### config.mk
export PLATFORM = sky130hd
export DESIGN_NAME = icmp_echo_top
export DESIGN_NICKNAME = d
export VERILOG_FILES = /design/src/design/eth_types_pkg.sv /design/src/design/icmp_pkg.sv /design/src/design/echo_pld_ram.sv /design/src/design/echo_buf_arbiter.sv /design/src/design/icmp_rx.sv /design/src/design/icmp_tx.sv /design/src/design/icmp_echo_top.sv
export SDC_FILE = /design/constraint.sdc
export NUM_CORES = 2
export LEC_CHECK = 0
export BUFFER_PORTS_ARGS = -buffer_cell sky130_fd_sc_hd__buf_2
export CAP_MARGIN = 5
export CORE_UTILIZATION = 48
export CTS_CLUSTER_DIAMETER = 30
export DETAILED_ROUTE_END_ITERATION = 10
export PLACE_DENSITY = 0.72
export SETUP_SLACK_MARGIN = 0.15
export SYNTH_ARGS = -nofsm -noshare
export SYNTH_HDL_FRONTEND = slang
export SYNTH_HIERARCHICAL = 1
export SYNTH_SLANG_ARGS = --single-unit
### constraint.sdc
create_clock -name clk -period 10.5 [get_ports clk]
set_clock_uncertainty 0.2 [all_clocks]
set_input_delay 2.1 -clock clk [delete_from_list [all_inputs] [get_ports clk]]
set_output_delay 2.1 -clock clk [all_outputs]
set_load 0.01 [all_outputs]
### src/design/eth_types_pkg.sv
package eth_types_pkg;

  localparam logic [7:0] PROTO_ICMP = 8'd1; // IPv4 protocol number

  typedef logic [7:0]  byte_t;
  typedef logic [31:0] ip_addr_t;
  typedef logic [15:0] pkt_len_t;

  // One beat of a byte stream
  typedef struct packed {
    byte_t dat;
    logic  val;
    logic  sof; // First byte
    logic  eof; // Last byte
    logic  err;
  } stream_t;

  // Parsed IPv4 header fields
  typedef struct packed {
    ip_addr_t   src_ip;
    ip_addr_t   dst_ip;
    logic [7:0] proto;
    pkt_len_t   pld_len; // IPv4 payload bytes, ICMP header included
  } ipv4_meta_t;

endpackage

### src/design/icmp_pkg.sv
package icmp_pkg;

  localparam int ICMP_HDR_LEN = 8;  // Type, code, checksum, id, seq
  localparam int SLOT_BYTES   = 64; // Largest payload in one slot
  localparam int NUM_SLOTS    = 2;
  localparam int OFS_W        = $clog2(SLOT_BYTES);
  localparam int TX_CREDITS   = 4;  // Credits after reset

  localparam logic [7:0] ECHO_REQUEST = 8'd8;
  localparam logic [7:0] ECHO_REPLY   = 8'd0;

  typedef logic [$clog2(NUM_SLOTS)-1:0]        slot_t;
  typedef logic [$clog2(NUM_SLOTS)+OFS_W-1:0]  buf_addr_t; // Slot bit over byte offset
  typedef logic [$clog2(TX_CREDITS+1)-1:0]     credit_t;

  // Byte 0 on the wire sits in the top bits
  typedef struct packed {
    logic [7:0]  icmp_type;
    logic [7:0]  icmp_code;
    logic [15:0] icmp_cks;
    logic [15:0] icmp_id;
    logic [15:0] icmp_seq;
  } icmp_hdr_t;

  typedef struct packed {
    slot_t                     slot;
    eth_types_pkg::pkt_len_t   pld_len; // Echo data bytes after the header
    icmp_hdr_t                 hdr;     // Request header as received
    eth_types_pkg::ipv4_meta_t meta;
  } echo_desc_t;

  typedef struct packed {
    logic                 req;
    logic                 we;
    buf_addr_t            addr;
    eth_types_pkg::byte_t wdat;
  } buf_req_t;

endpackage

### src/design/echo_pld_ram.sv
`timescale 1ns/10ps

module echo_pld_ram (
  input  logic                 clk,
  input  icmp_pkg::buf_req_t   ram_req,
  output eth_types_pkg::byte_t rdat
);
  import eth_types_pkg::*;
  import icmp_pkg::*;

  byte_t mem [NUM_SLOTS*SLOT_BYTES]; // Slot 0 in the low half

  always_ff @(posedge clk) begin
    if (ram_req.req) begin
      if (ram_req.we) begin
        mem[ram_req.addr] <= ram_req.wdat;
      end else begin
        rdat <= mem[ram_req.addr]; // Valid the cycle after the grant
      end
    end
  end

endmodule

### src/design/echo_buf_arbiter.sv
`timescale 1ns/10ps

module echo_buf_arbiter (
  input  icmp_pkg::buf_req_t rx_req,
  input  icmp_pkg::buf_req_t tx_req,
  output logic               rx_gnt,
  output logic               tx_gnt,
  output icmp_pkg::buf_req_t ram_req
);

  // The receive stream cannot stall, so it always wins
  assign rx_gnt = rx_req.req;
  assign tx_gnt = tx_req.req && !rx_req.req; // Transmitter keeps asking until served

  always_comb begin
    if (rx_gnt) begin
      ram_req = rx_req;
    end else if (tx_gnt) begin
      ram_req = tx_req;
    end else begin
      ram_req = '0; // Idle port
    end
  end

endmodule

### src/design/icmp_rx.sv
`timescale 1ns/10ps

module icmp_rx (
  input  logic                      clk,
  input  logic                      fsm_rst,
  input  eth_types_pkg::stream_t    rx_strm,
  input  eth_types_pkg::ipv4_meta_t rx_meta,
  input  logic                      rx_gnt,
  input  logic                      slot_free,
  input  icmp_pkg::slot_t           slot_id,
  output icmp_pkg::buf_req_t        rx_req,
  output icmp_pkg::echo_desc_t      desc,
  output logic                      desc_val,
  output logic                      rx_drop
);
  import eth_types_pkg::*;
  import icmp_pkg::*;

  typedef enum logic [2:0] {
    RX_IDLE,
    RX_HEADER,
    RX_PAYLOAD,
    RX_DISCARD,
    RX_COMMIT
  } rx_state_t;

  rx_state_t            state;
  pkt_len_t             cnt;         // Bytes taken so far
  pkt_len_t             byte_num;
  logic                 bad;         // Sticky error of the current packet
  logic                 bad_nxt;
  logic                 ok_q;        // Verdict taken at eof
  logic [NUM_SLOTS-1:0] full;
  logic [NUM_SLOTS-1:0] full_eff;
  logic [NUM_SLOTS-1:0] commit_mask;
  logic [NUM_SLOTS-1:0] free_mask;
  slot_t                free_slot;
  slot_t                slot_q;
  ipv4_meta_t           meta_q;
  icmp_hdr_t            hdr_sr;
  icmp_hdr_t            hdr_nxt;
  logic                 start;
  logic                 accept;
  logic                 pass;
  logic                 hdr_last;
  logic                 type_bad;
  logic                 ovf;
  logic                 len_bad;
  logic                 wr_miss;
  logic                 wr_en;
  logic [OFS_W-1:0]     ofs;
  buf_addr_t            wr_addr;
  byte_t                wr_dat;

  // A new packet may start in the commit cycle of the previous one
  assign start = rx_strm.val && rx_strm.sof && (state == RX_IDLE || state == RX_COMMIT);

  assign wr_miss     = rx_req.req && !rx_gnt;
  assign pass        = state == RX_COMMIT && ok_q && !wr_miss;
  assign commit_mask = pass ? NUM_SLOTS'(1) << slot_q : '0;
  assign free_mask   = slot_free ? NUM_SLOTS'(1) << slot_id : '0;
  assign full_eff    = full | commit_mask; // Slot being committed counts as taken
  assign accept      = start && rx_meta.proto == PROTO_ICMP && !(&full_eff);

  always_comb begin
    free_slot = '0;
    for (int i = NUM_SLOTS - 1; i >= 0; i--) begin
      if (!full_eff[i]) free_slot = slot_t'(i); // Lowest free one wins
    end
  end

  assign byte_num = cnt + 1'b1;
  assign hdr_nxt  = {hdr_sr[$bits(icmp_hdr_t)-9:0], rx_strm.dat};
  assign hdr_last = state == RX_HEADER && cnt == pkt_len_t'(ICMP_HDR_LEN - 1);
  assign type_bad = hdr_last &&
                    (hdr_nxt.icmp_type != ECHO_REQUEST || hdr_nxt.icmp_code != 8'd0);
  assign ovf      = state == RX_PAYLOAD && cnt >= pkt_len_t'(ICMP_HDR_LEN + SLOT_BYTES);
  assign bad_nxt  = bad || wr_miss || (rx_strm.val && (rx_strm.err || type_bad || ovf));
  assign len_bad  = byte_num != meta_q.pld_len || byte_num < pkt_len_t'(ICMP_HDR_LEN);
  assign ofs      = OFS_W'(cnt - pkt_len_t'(ICMP_HDR_LEN));

  always_ff @(posedge clk) begin
    if (fsm_rst) begin
      state <= RX_IDLE;
      cnt   <= '0;
      bad   <= 1'b0;
      ok_q  <= 1'b0;
      full  <= '0;
      wr_en <= 1'b0;
    end else begin
      wr_en <= 1'b0;
      full  <= full_eff & ~free_mask;
      if (start) begin
        cnt <= pkt_len_t'(1);
        bad <= rx_strm.err;
        if (rx_strm.eof) begin
          state <= RX_COMMIT; // Too short to be ICMP
          ok_q  <= 1'b0;
        end else if (accept) begin
          state <= RX_HEADER;
        end else begin
          state <= RX_DISCARD; // Wrong protocol or no slot
        end
      end else begin
        case (state)
          RX_HEADER, RX_PAYLOAD: begin
            bad <= bad_nxt;
            if (rx_strm.val) begin
              cnt <= byte_num;
              if (state == RX_PAYLOAD && !ovf) wr_en <= 1'b1;
              if (hdr_last) state <= RX_PAYLOAD;
              if (rx_strm.eof) begin
                state <= RX_COMMIT;
                ok_q  <= !bad_nxt && !len_bad;
              end
            end
          end
          RX_DISCARD: begin
            if (rx_strm.val && rx_strm.eof) begin
              state <= RX_COMMIT;
              ok_q  <= 1'b0;
            end
          end
          RX_COMMIT: state <= RX_IDLE;
          default:   state <= RX_IDLE;
        endcase
      end
    end
  end

  always_ff @(posedge clk) begin
    if (accept) begin
      meta_q <= rx_meta;
      slot_q <= free_slot;
    end
    if (start || (state == RX_HEADER && rx_strm.val)) hdr_sr <= hdr_nxt; // Header only
    wr_addr <= {slot_q, ofs};
    wr_dat  <= rx_strm.dat;
  end

  assign rx_req = '{req: wr_en, we: wr_en, addr: wr_addr, wdat: wr_dat};

  assign desc = '{slot:    slot_q,
                  pld_len: meta_q.pld_len - pkt_len_t'(ICMP_HDR_LEN),
                  hdr:     hdr_sr,
                  meta:    meta_q};

  assign desc_val = pass;
  assign rx_drop  = state == RX_COMMIT && !pass;

endmodule

### src/design/icmp_tx.sv
`timescale 1ns/10ps

module icmp_tx (
  input  logic                      clk,
  input  logic                      fsm_rst,
  input  icmp_pkg::echo_desc_t      desc,
  input  logic                      desc_val,
  input  logic                      tx_gnt,
  input  eth_types_pkg::byte_t      rdat,
  input  logic                      tx_credit,
  output icmp_pkg::buf_req_t        tx_req,
  output logic                      slot_free,
  output icmp_pkg::slot_t           slot_id,
  output eth_types_pkg::stream_t    tx_strm,
  output eth_types_pkg::ipv4_meta_t tx_meta
);
  import eth_types_pkg::*;
  import icmp_pkg::*;

  typedef enum logic [2:0] {
    TX_IDLE,
    TX_HEADER,
    TX_PLD_READ,
    TX_PLD_SEND,
    TX_DONE
  } tx_state_t;

  tx_state_t            state;
  echo_desc_t           q_mem [NUM_SLOTS];
  logic [NUM_SLOTS-1:0] q_vld;
  slot_t                wr_ptr;
  slot_t                rd_ptr;
  echo_desc_t           head;
  credit_t              credits;
  pkt_len_t             cnt;      // Header byte or payload offset
  icmp_hdr_t            rep_hdr;
  logic [16:0]          cks_sum;
  byte_t                hdr_byte;
  logic                 hdr_end;
  logic                 pld_end;
  logic                 hdr_fire;
  logic                 pld_fire;
  logic                 last_beat;
  logic                 rd_req;
  logic                 beat_val;
  logic                 beat_sof;
  logic                 beat_eof;
  byte_t                beat_dat;

  assign head = q_mem[rd_ptr]; // Oldest stored request

  // Type 8 to 0 lowers the summed word by 0x0800, the checksum rises by the same
  assign cks_sum = {1'b0, head.hdr.icmp_cks} + {1'b0, ECHO_REQUEST - ECHO_REPLY, 8'h00};

  always_comb begin
    rep_hdr           = head.hdr;
    rep_hdr.icmp_type = ECHO_REPLY;
    rep_hdr.icmp_cks  = cks_sum[15:0] + 16'(cks_sum[16]); // End-around carry
  end

  assign hdr_byte  = rep_hdr[8*(ICMP_HDR_LEN - 1 - int'(cnt[2:0])) +: 8];
  assign hdr_end   = cnt == pkt_len_t'(ICMP_HDR_LEN - 1);
  assign pld_end   = cnt == head.pld_len - 1'b1;
  assign hdr_fire  = state == TX_HEADER && credits != '0;
  assign pld_fire  = state == TX_PLD_SEND; // Credit checked before the read
  assign last_beat = (hdr_fire && hdr_end && head.pld_len == '0) || (pld_fire && pld_end);

  // Read only with a credit in hand so the byte can leave right away
  assign rd_req = state == TX_PLD_READ && credits != '0;
  assign tx_req = '{req: rd_req, we: 1'b0, addr: {head.slot, cnt[OFS_W-1:0]}, wdat: '0};

  always_ff @(posedge clk) begin
    if (fsm_rst) begin
      state    <= TX_IDLE;
      cnt      <= '0;
      credits  <= credit_t'(TX_CREDITS);
      q_vld    <= '0;
      wr_ptr   <= '0;
      rd_ptr   <= '0;
      beat_val <= 1'b0;
      beat_sof <= 1'b0;
      beat_eof <= 1'b0;
    end else begin
      beat_val <= hdr_fire || pld_fire;
      beat_sof <= hdr_fire && cnt == '0;
      beat_eof <= last_beat;

      case ({tx_credit, hdr_fire || pld_fire})
        2'b10:   if (credits != credit_t'(TX_CREDITS)) credits <= credits + 1'b1;
        2'b01:   credits <= credits - 1'b1;
        default: credits <= credits; // Returned and spent together
      endcase

      if (desc_val) begin
        q_vld[wr_ptr] <= 1'b1;
        wr_ptr        <= wr_ptr + 1'b1;
      end
      if (state == TX_DONE) begin
        q_vld[rd_ptr] <= 1'b0;
        rd_ptr        <= rd_ptr + 1'b1;
      end

      case (state)
        TX_IDLE: begin
          cnt <= '0;
          if (q_vld[rd_ptr]) state <= TX_HEADER;
        end
        TX_HEADER: begin
          if (hdr_fire) begin
            if (hdr_end) begin
              cnt   <= '0;
              state <= (head.pld_len == '0) ? TX_DONE : TX_PLD_READ;
            end else begin
              cnt <= cnt + 1'b1;
            end
          end
        end
        TX_PLD_READ: if (tx_gnt) state <= TX_PLD_SEND;
        TX_PLD_SEND: begin
          cnt   <= cnt + 1'b1;
          state <= pld_end ? TX_DONE : TX_PLD_READ;
        end
        TX_DONE: state <= TX_IDLE;
        default: state <= TX_IDLE;
      endcase
    end
  end

  always_ff @(posedge clk) begin
    if (desc_val) q_mem[wr_ptr] <= desc;
    beat_dat <= hdr_fire ? hdr_byte : rdat;
  end

  assign tx_strm = '{dat: beat_dat, val: beat_val, sof: beat_sof, eof: beat_eof, err: 1'b0};

  // Head entry stays put until the eof beat is out
  assign tx_meta = '{src_ip:  head.meta.dst_ip,
                     dst_ip:  head.meta.src_ip,
                     proto:   head.meta.proto,
                     pld_len: head.meta.pld_len};

  assign slot_free = state == TX_DONE;
  assign slot_id   = head.slot;

endmodule

### src/design/icmp_echo_top.sv
`timescale 1ns/10ps

module icmp_echo_top (
  input  logic                      clk,
  input  logic                      fsm_rst,
  input  eth_types_pkg::stream_t    rx_strm,
  input  eth_types_pkg::ipv4_meta_t rx_meta,
  input  logic                      tx_credit,
  output eth_types_pkg::stream_t    tx_strm,
  output eth_types_pkg::ipv4_meta_t tx_meta,
  output logic                      rx_drop
);
  import eth_types_pkg::*;
  import icmp_pkg::*;

  buf_req_t   rx_req;
  buf_req_t   tx_req;
  buf_req_t   ram_req;
  logic       rx_gnt;
  logic       tx_gnt;
  byte_t      rdat;
  echo_desc_t desc;
  logic       desc_val;
  logic       slot_free;
  slot_t      slot_id;

  icmp_rx i_icmp_rx (
    .clk       (clk),
    .fsm_rst   (fsm_rst),
    .rx_strm   (rx_strm),
    .rx_meta   (rx_meta),
    .rx_gnt    (rx_gnt),
    .slot_free (slot_free),
    .slot_id   (slot_id),
    .rx_req    (rx_req),
    .desc      (desc),
    .desc_val  (desc_val),
    .rx_drop   (rx_drop)
  );

  echo_buf_arbiter i_echo_buf_arbiter (
    .rx_req  (rx_req),
    .tx_req  (tx_req),
    .rx_gnt  (rx_gnt),
    .tx_gnt  (tx_gnt),
    .ram_req (ram_req)
  );

  echo_pld_ram i_echo_pld_ram (
    .clk     (clk),
    .ram_req (ram_req),
    .rdat    (rdat)
  );

  icmp_tx i_icmp_tx (
    .clk       (clk),
    .fsm_rst   (fsm_rst),
    .desc      (desc),
    .desc_val  (desc_val),
    .tx_gnt    (tx_gnt),
    .rdat      (rdat),
    .tx_credit (tx_credit),
    .tx_req    (tx_req),
    .slot_free (slot_free),
    .slot_id   (slot_id),
    .tx_strm   (tx_strm),
    .tx_meta   (tx_meta)
  );

endmodule

==> key figures <==
Drt
  • Drt first-iter violations: 5,444
  • Antenna Nets Post-Route: 0
  • M1 WL: 59,900 µm
  • Wire length on met2: 78,800 µm
  • Final WL: 171,000 µm
  • Via density: 6.30
  • DR pass1 iterations: 6
  • DRC Markers: 0
  • WL/cell: 27.7 µm
  • DR top layer: met5
  • Met3 WL: 23,900 µm
  • Vias: 38.8k

STA
  • Final Hold Viols: 0
  • Fin Hold WS: 0.229 ns
  • Measured slew at the worst slew-check pin: 1.37 ns
  • RSZ-0062 raised after global routing: false
  • Relative slew slack: 0.0816
  • Crit share post-route: 0.593
  • Post-route minimum period: 6.22 ns
  • Max Slew Vio Count: 0
  • Peak Freq: 161 MHz
  • Final setup viols: 0
  • Setup TNS: 0 ns

Clocking
  • Sink Count: 1,576
  • CTS root buffer: clkbuf_16
  • Inserted Clock Buffers: 302
  • Postcts setup bufs: 0
  • CTS tree: yes
  • Worst skew pair latency: 0.89 ns
  • # resized after CTS: 0
  • Clock Pin Slew Worst Setup and Hold Paths: 0.05 ns
  • H-tree levels: 5
  • Post-cts hold buffer count: 0
  • CTS max path bufs: 4

Setup path
  • Crit end category: register
  • R2R Setup Slk: 4.28 ns
  • Crit Path Max Fanout: 108
  • CP Data Required Time: 11.04 ns
  • Worst path arrival time: 6.77 ns
  • Type of origin of the critical path: register
  • WS Path Type: register to register

Cells and area
  • Synth-to-Final Area Change: 19.9%
  • Seq. cell area: 46,600 µm²
  • Final Util: 0.580
  • Layout cells sized above 1: 0.216
  • Fill count: 9,378
  • Area of the multi-input gates: 14,600 µm²
  • Fin nets: 4,308

Global route
  • Initial antenna violation count: 8
  • Grt ovf: 0
  • Vias in the first global route: 38.2k
  • GRT Util Overall: 0.256
  • First-pass GRT wire length: 249,000 µm
  • Largest net degree at the start of global routing: 124

Logic synthesis
  • Mean post-synth cell area: 16.1 µm²
  • Synthesized cell area: 62,600 µm²
  • Syn Inst Count: 3,889
  • Synthesis Warnings: 6

Power and ir drop
  • PwrDens: 217 nW/µm²
  • Peak VDD IR: 159 µV
  • Leakage power: 24.1 nW

Worst hold path
  • Hold WC Path Type: register to register

Floorplanning
  • Die Width: 363 µm
  • Cell Rows: 132
  • Initial core utilization: 0.484
  • Core Region: 129,000 µm²
  • Die Ht: 363 µm
  • I/O Pins: 204
  • Die ar.: 132,000 µm²

Placed design
  • RD Place Congestion: 0.938
  • HPWL after detailed placement: 99,100 µm
  • Port Buffer Count: 202

Status
  • Status: complete, no violations

Flow run
  • Max Cap Viol: 0
-- power by group --
group          internal (mW)  switching [mW]
clock                   6.17            3.16
combinational         0.0348          0.0741
sequential              6.84          0.0183
total                   13.0            3.26
-- per-stage QoR --
stage | power [mW] | cell area (µm²) | cells | setup WS [ns]
2_1_floorplan | 7.03 | 62600 | 3898 | 0.239
3_5_place_dp | 7.08 | 65100 | 5630 | 4.58
3_3_place_gp | 7.08 | 65100 | 5630 | 4.52
5_1_grt | 16.7 | 75000 | 6163 | 4.18
6_report | 16.3 | 75000 | 6165 | 4.28
4_1_cts | 16.4 | 75000 | 6161 | 4.54
-- worst max-delay path, cell delays in order (launching register included) --
cell and delay, ns:
dfxtp_1 0.48, inv_1 0.16, nor4_1 0.39, nor2b_4 0.58
a22o_4 0.62, buf_12 0.54, and2_2 0.60, buf_4 0.48
buf_4 0.42, a221oi_1 0.15, nor2_1 0.15, a211oi_1 0.08
a2111oi_0 0.85, or4_1 0.23
-- path summary, 6_finish.rpt --
check        depth (start not counted)          startpoint                endpoint
max reg2reg                         13  i_icmp_tx/state[1]  i_echo_pld_ram/rdat[6]
min reg2reg                          0    i_icmp_rx/cnt[1]    i_icmp_rx/wr_addr[1]
min                                  0    i_icmp_rx/cnt[1]    i_icmp_rx/wr_addr[1]
max                                 13  i_icmp_tx/state[1]  i_echo_pld_ram/rdat[6]
-- registers in the layout, summed over array words and instances (netlist names), 2 cells and up, named ones only --
name,cells
i_echo_pld_ram/mem,1024
i_icmp_tx/q_mem,322
i_icmp_rx/desc,144
i_icmp_rx/cnt,16
i_icmp_tx/cnt,16
i_echo_pld_ram/rdat,8
i_icmp_rx/wr_dat,8
i_icmp_tx/beat_dat,8
i_icmp_rx/wr_addr,7
i_icmp_rx/state,3
i_icmp_tx/credits,3
i_icmp_tx/state,3
i_icmp_rx/full,2
i_icmp_tx/q_vld,2
-- cells in the final DEF (no fill, tap or decap), types with 38 or more instances in the layout --
cell	count
edfxtp_1	1499
dfxtp_1	76
a22o_1	78
o21ai_0	107
o22ai_1	80
mux2i_1	174
inv_6	42
clkbuf_16	309
a221oi_1	150
a21oi_1	124
a22oi_1	95
mux2_2	118
buf_2	202
nand2_1	149
xor2_1	40
xnor2_1	64
buf_4	63
clkinv_2	38
clkinv_1	41
nor2_1	261
nand3_1	40
-- metal layers --
metal / GRT usage / vias up
met2: 0.396 / 2980
met5: 0 / -
met3: 0.0868 / 562
met1: 0.325 / 19100
met4: 0.120 / 8
li1: - / 16200
-- final cells by class --
class                           instances  area share
Multi-Input combinational cell       2006       0.195
Sequential cell                      1576       0.621
Antenna cell                            4    0.000133
Timing Repair Buffer                  269      0.0209
Clock inverter                        200      0.0275
Clock buffer                          331       0.105
Inverter                               37     0.00185
Tap cell                             1742      0.0291
(Power assumes the default switching activity.)
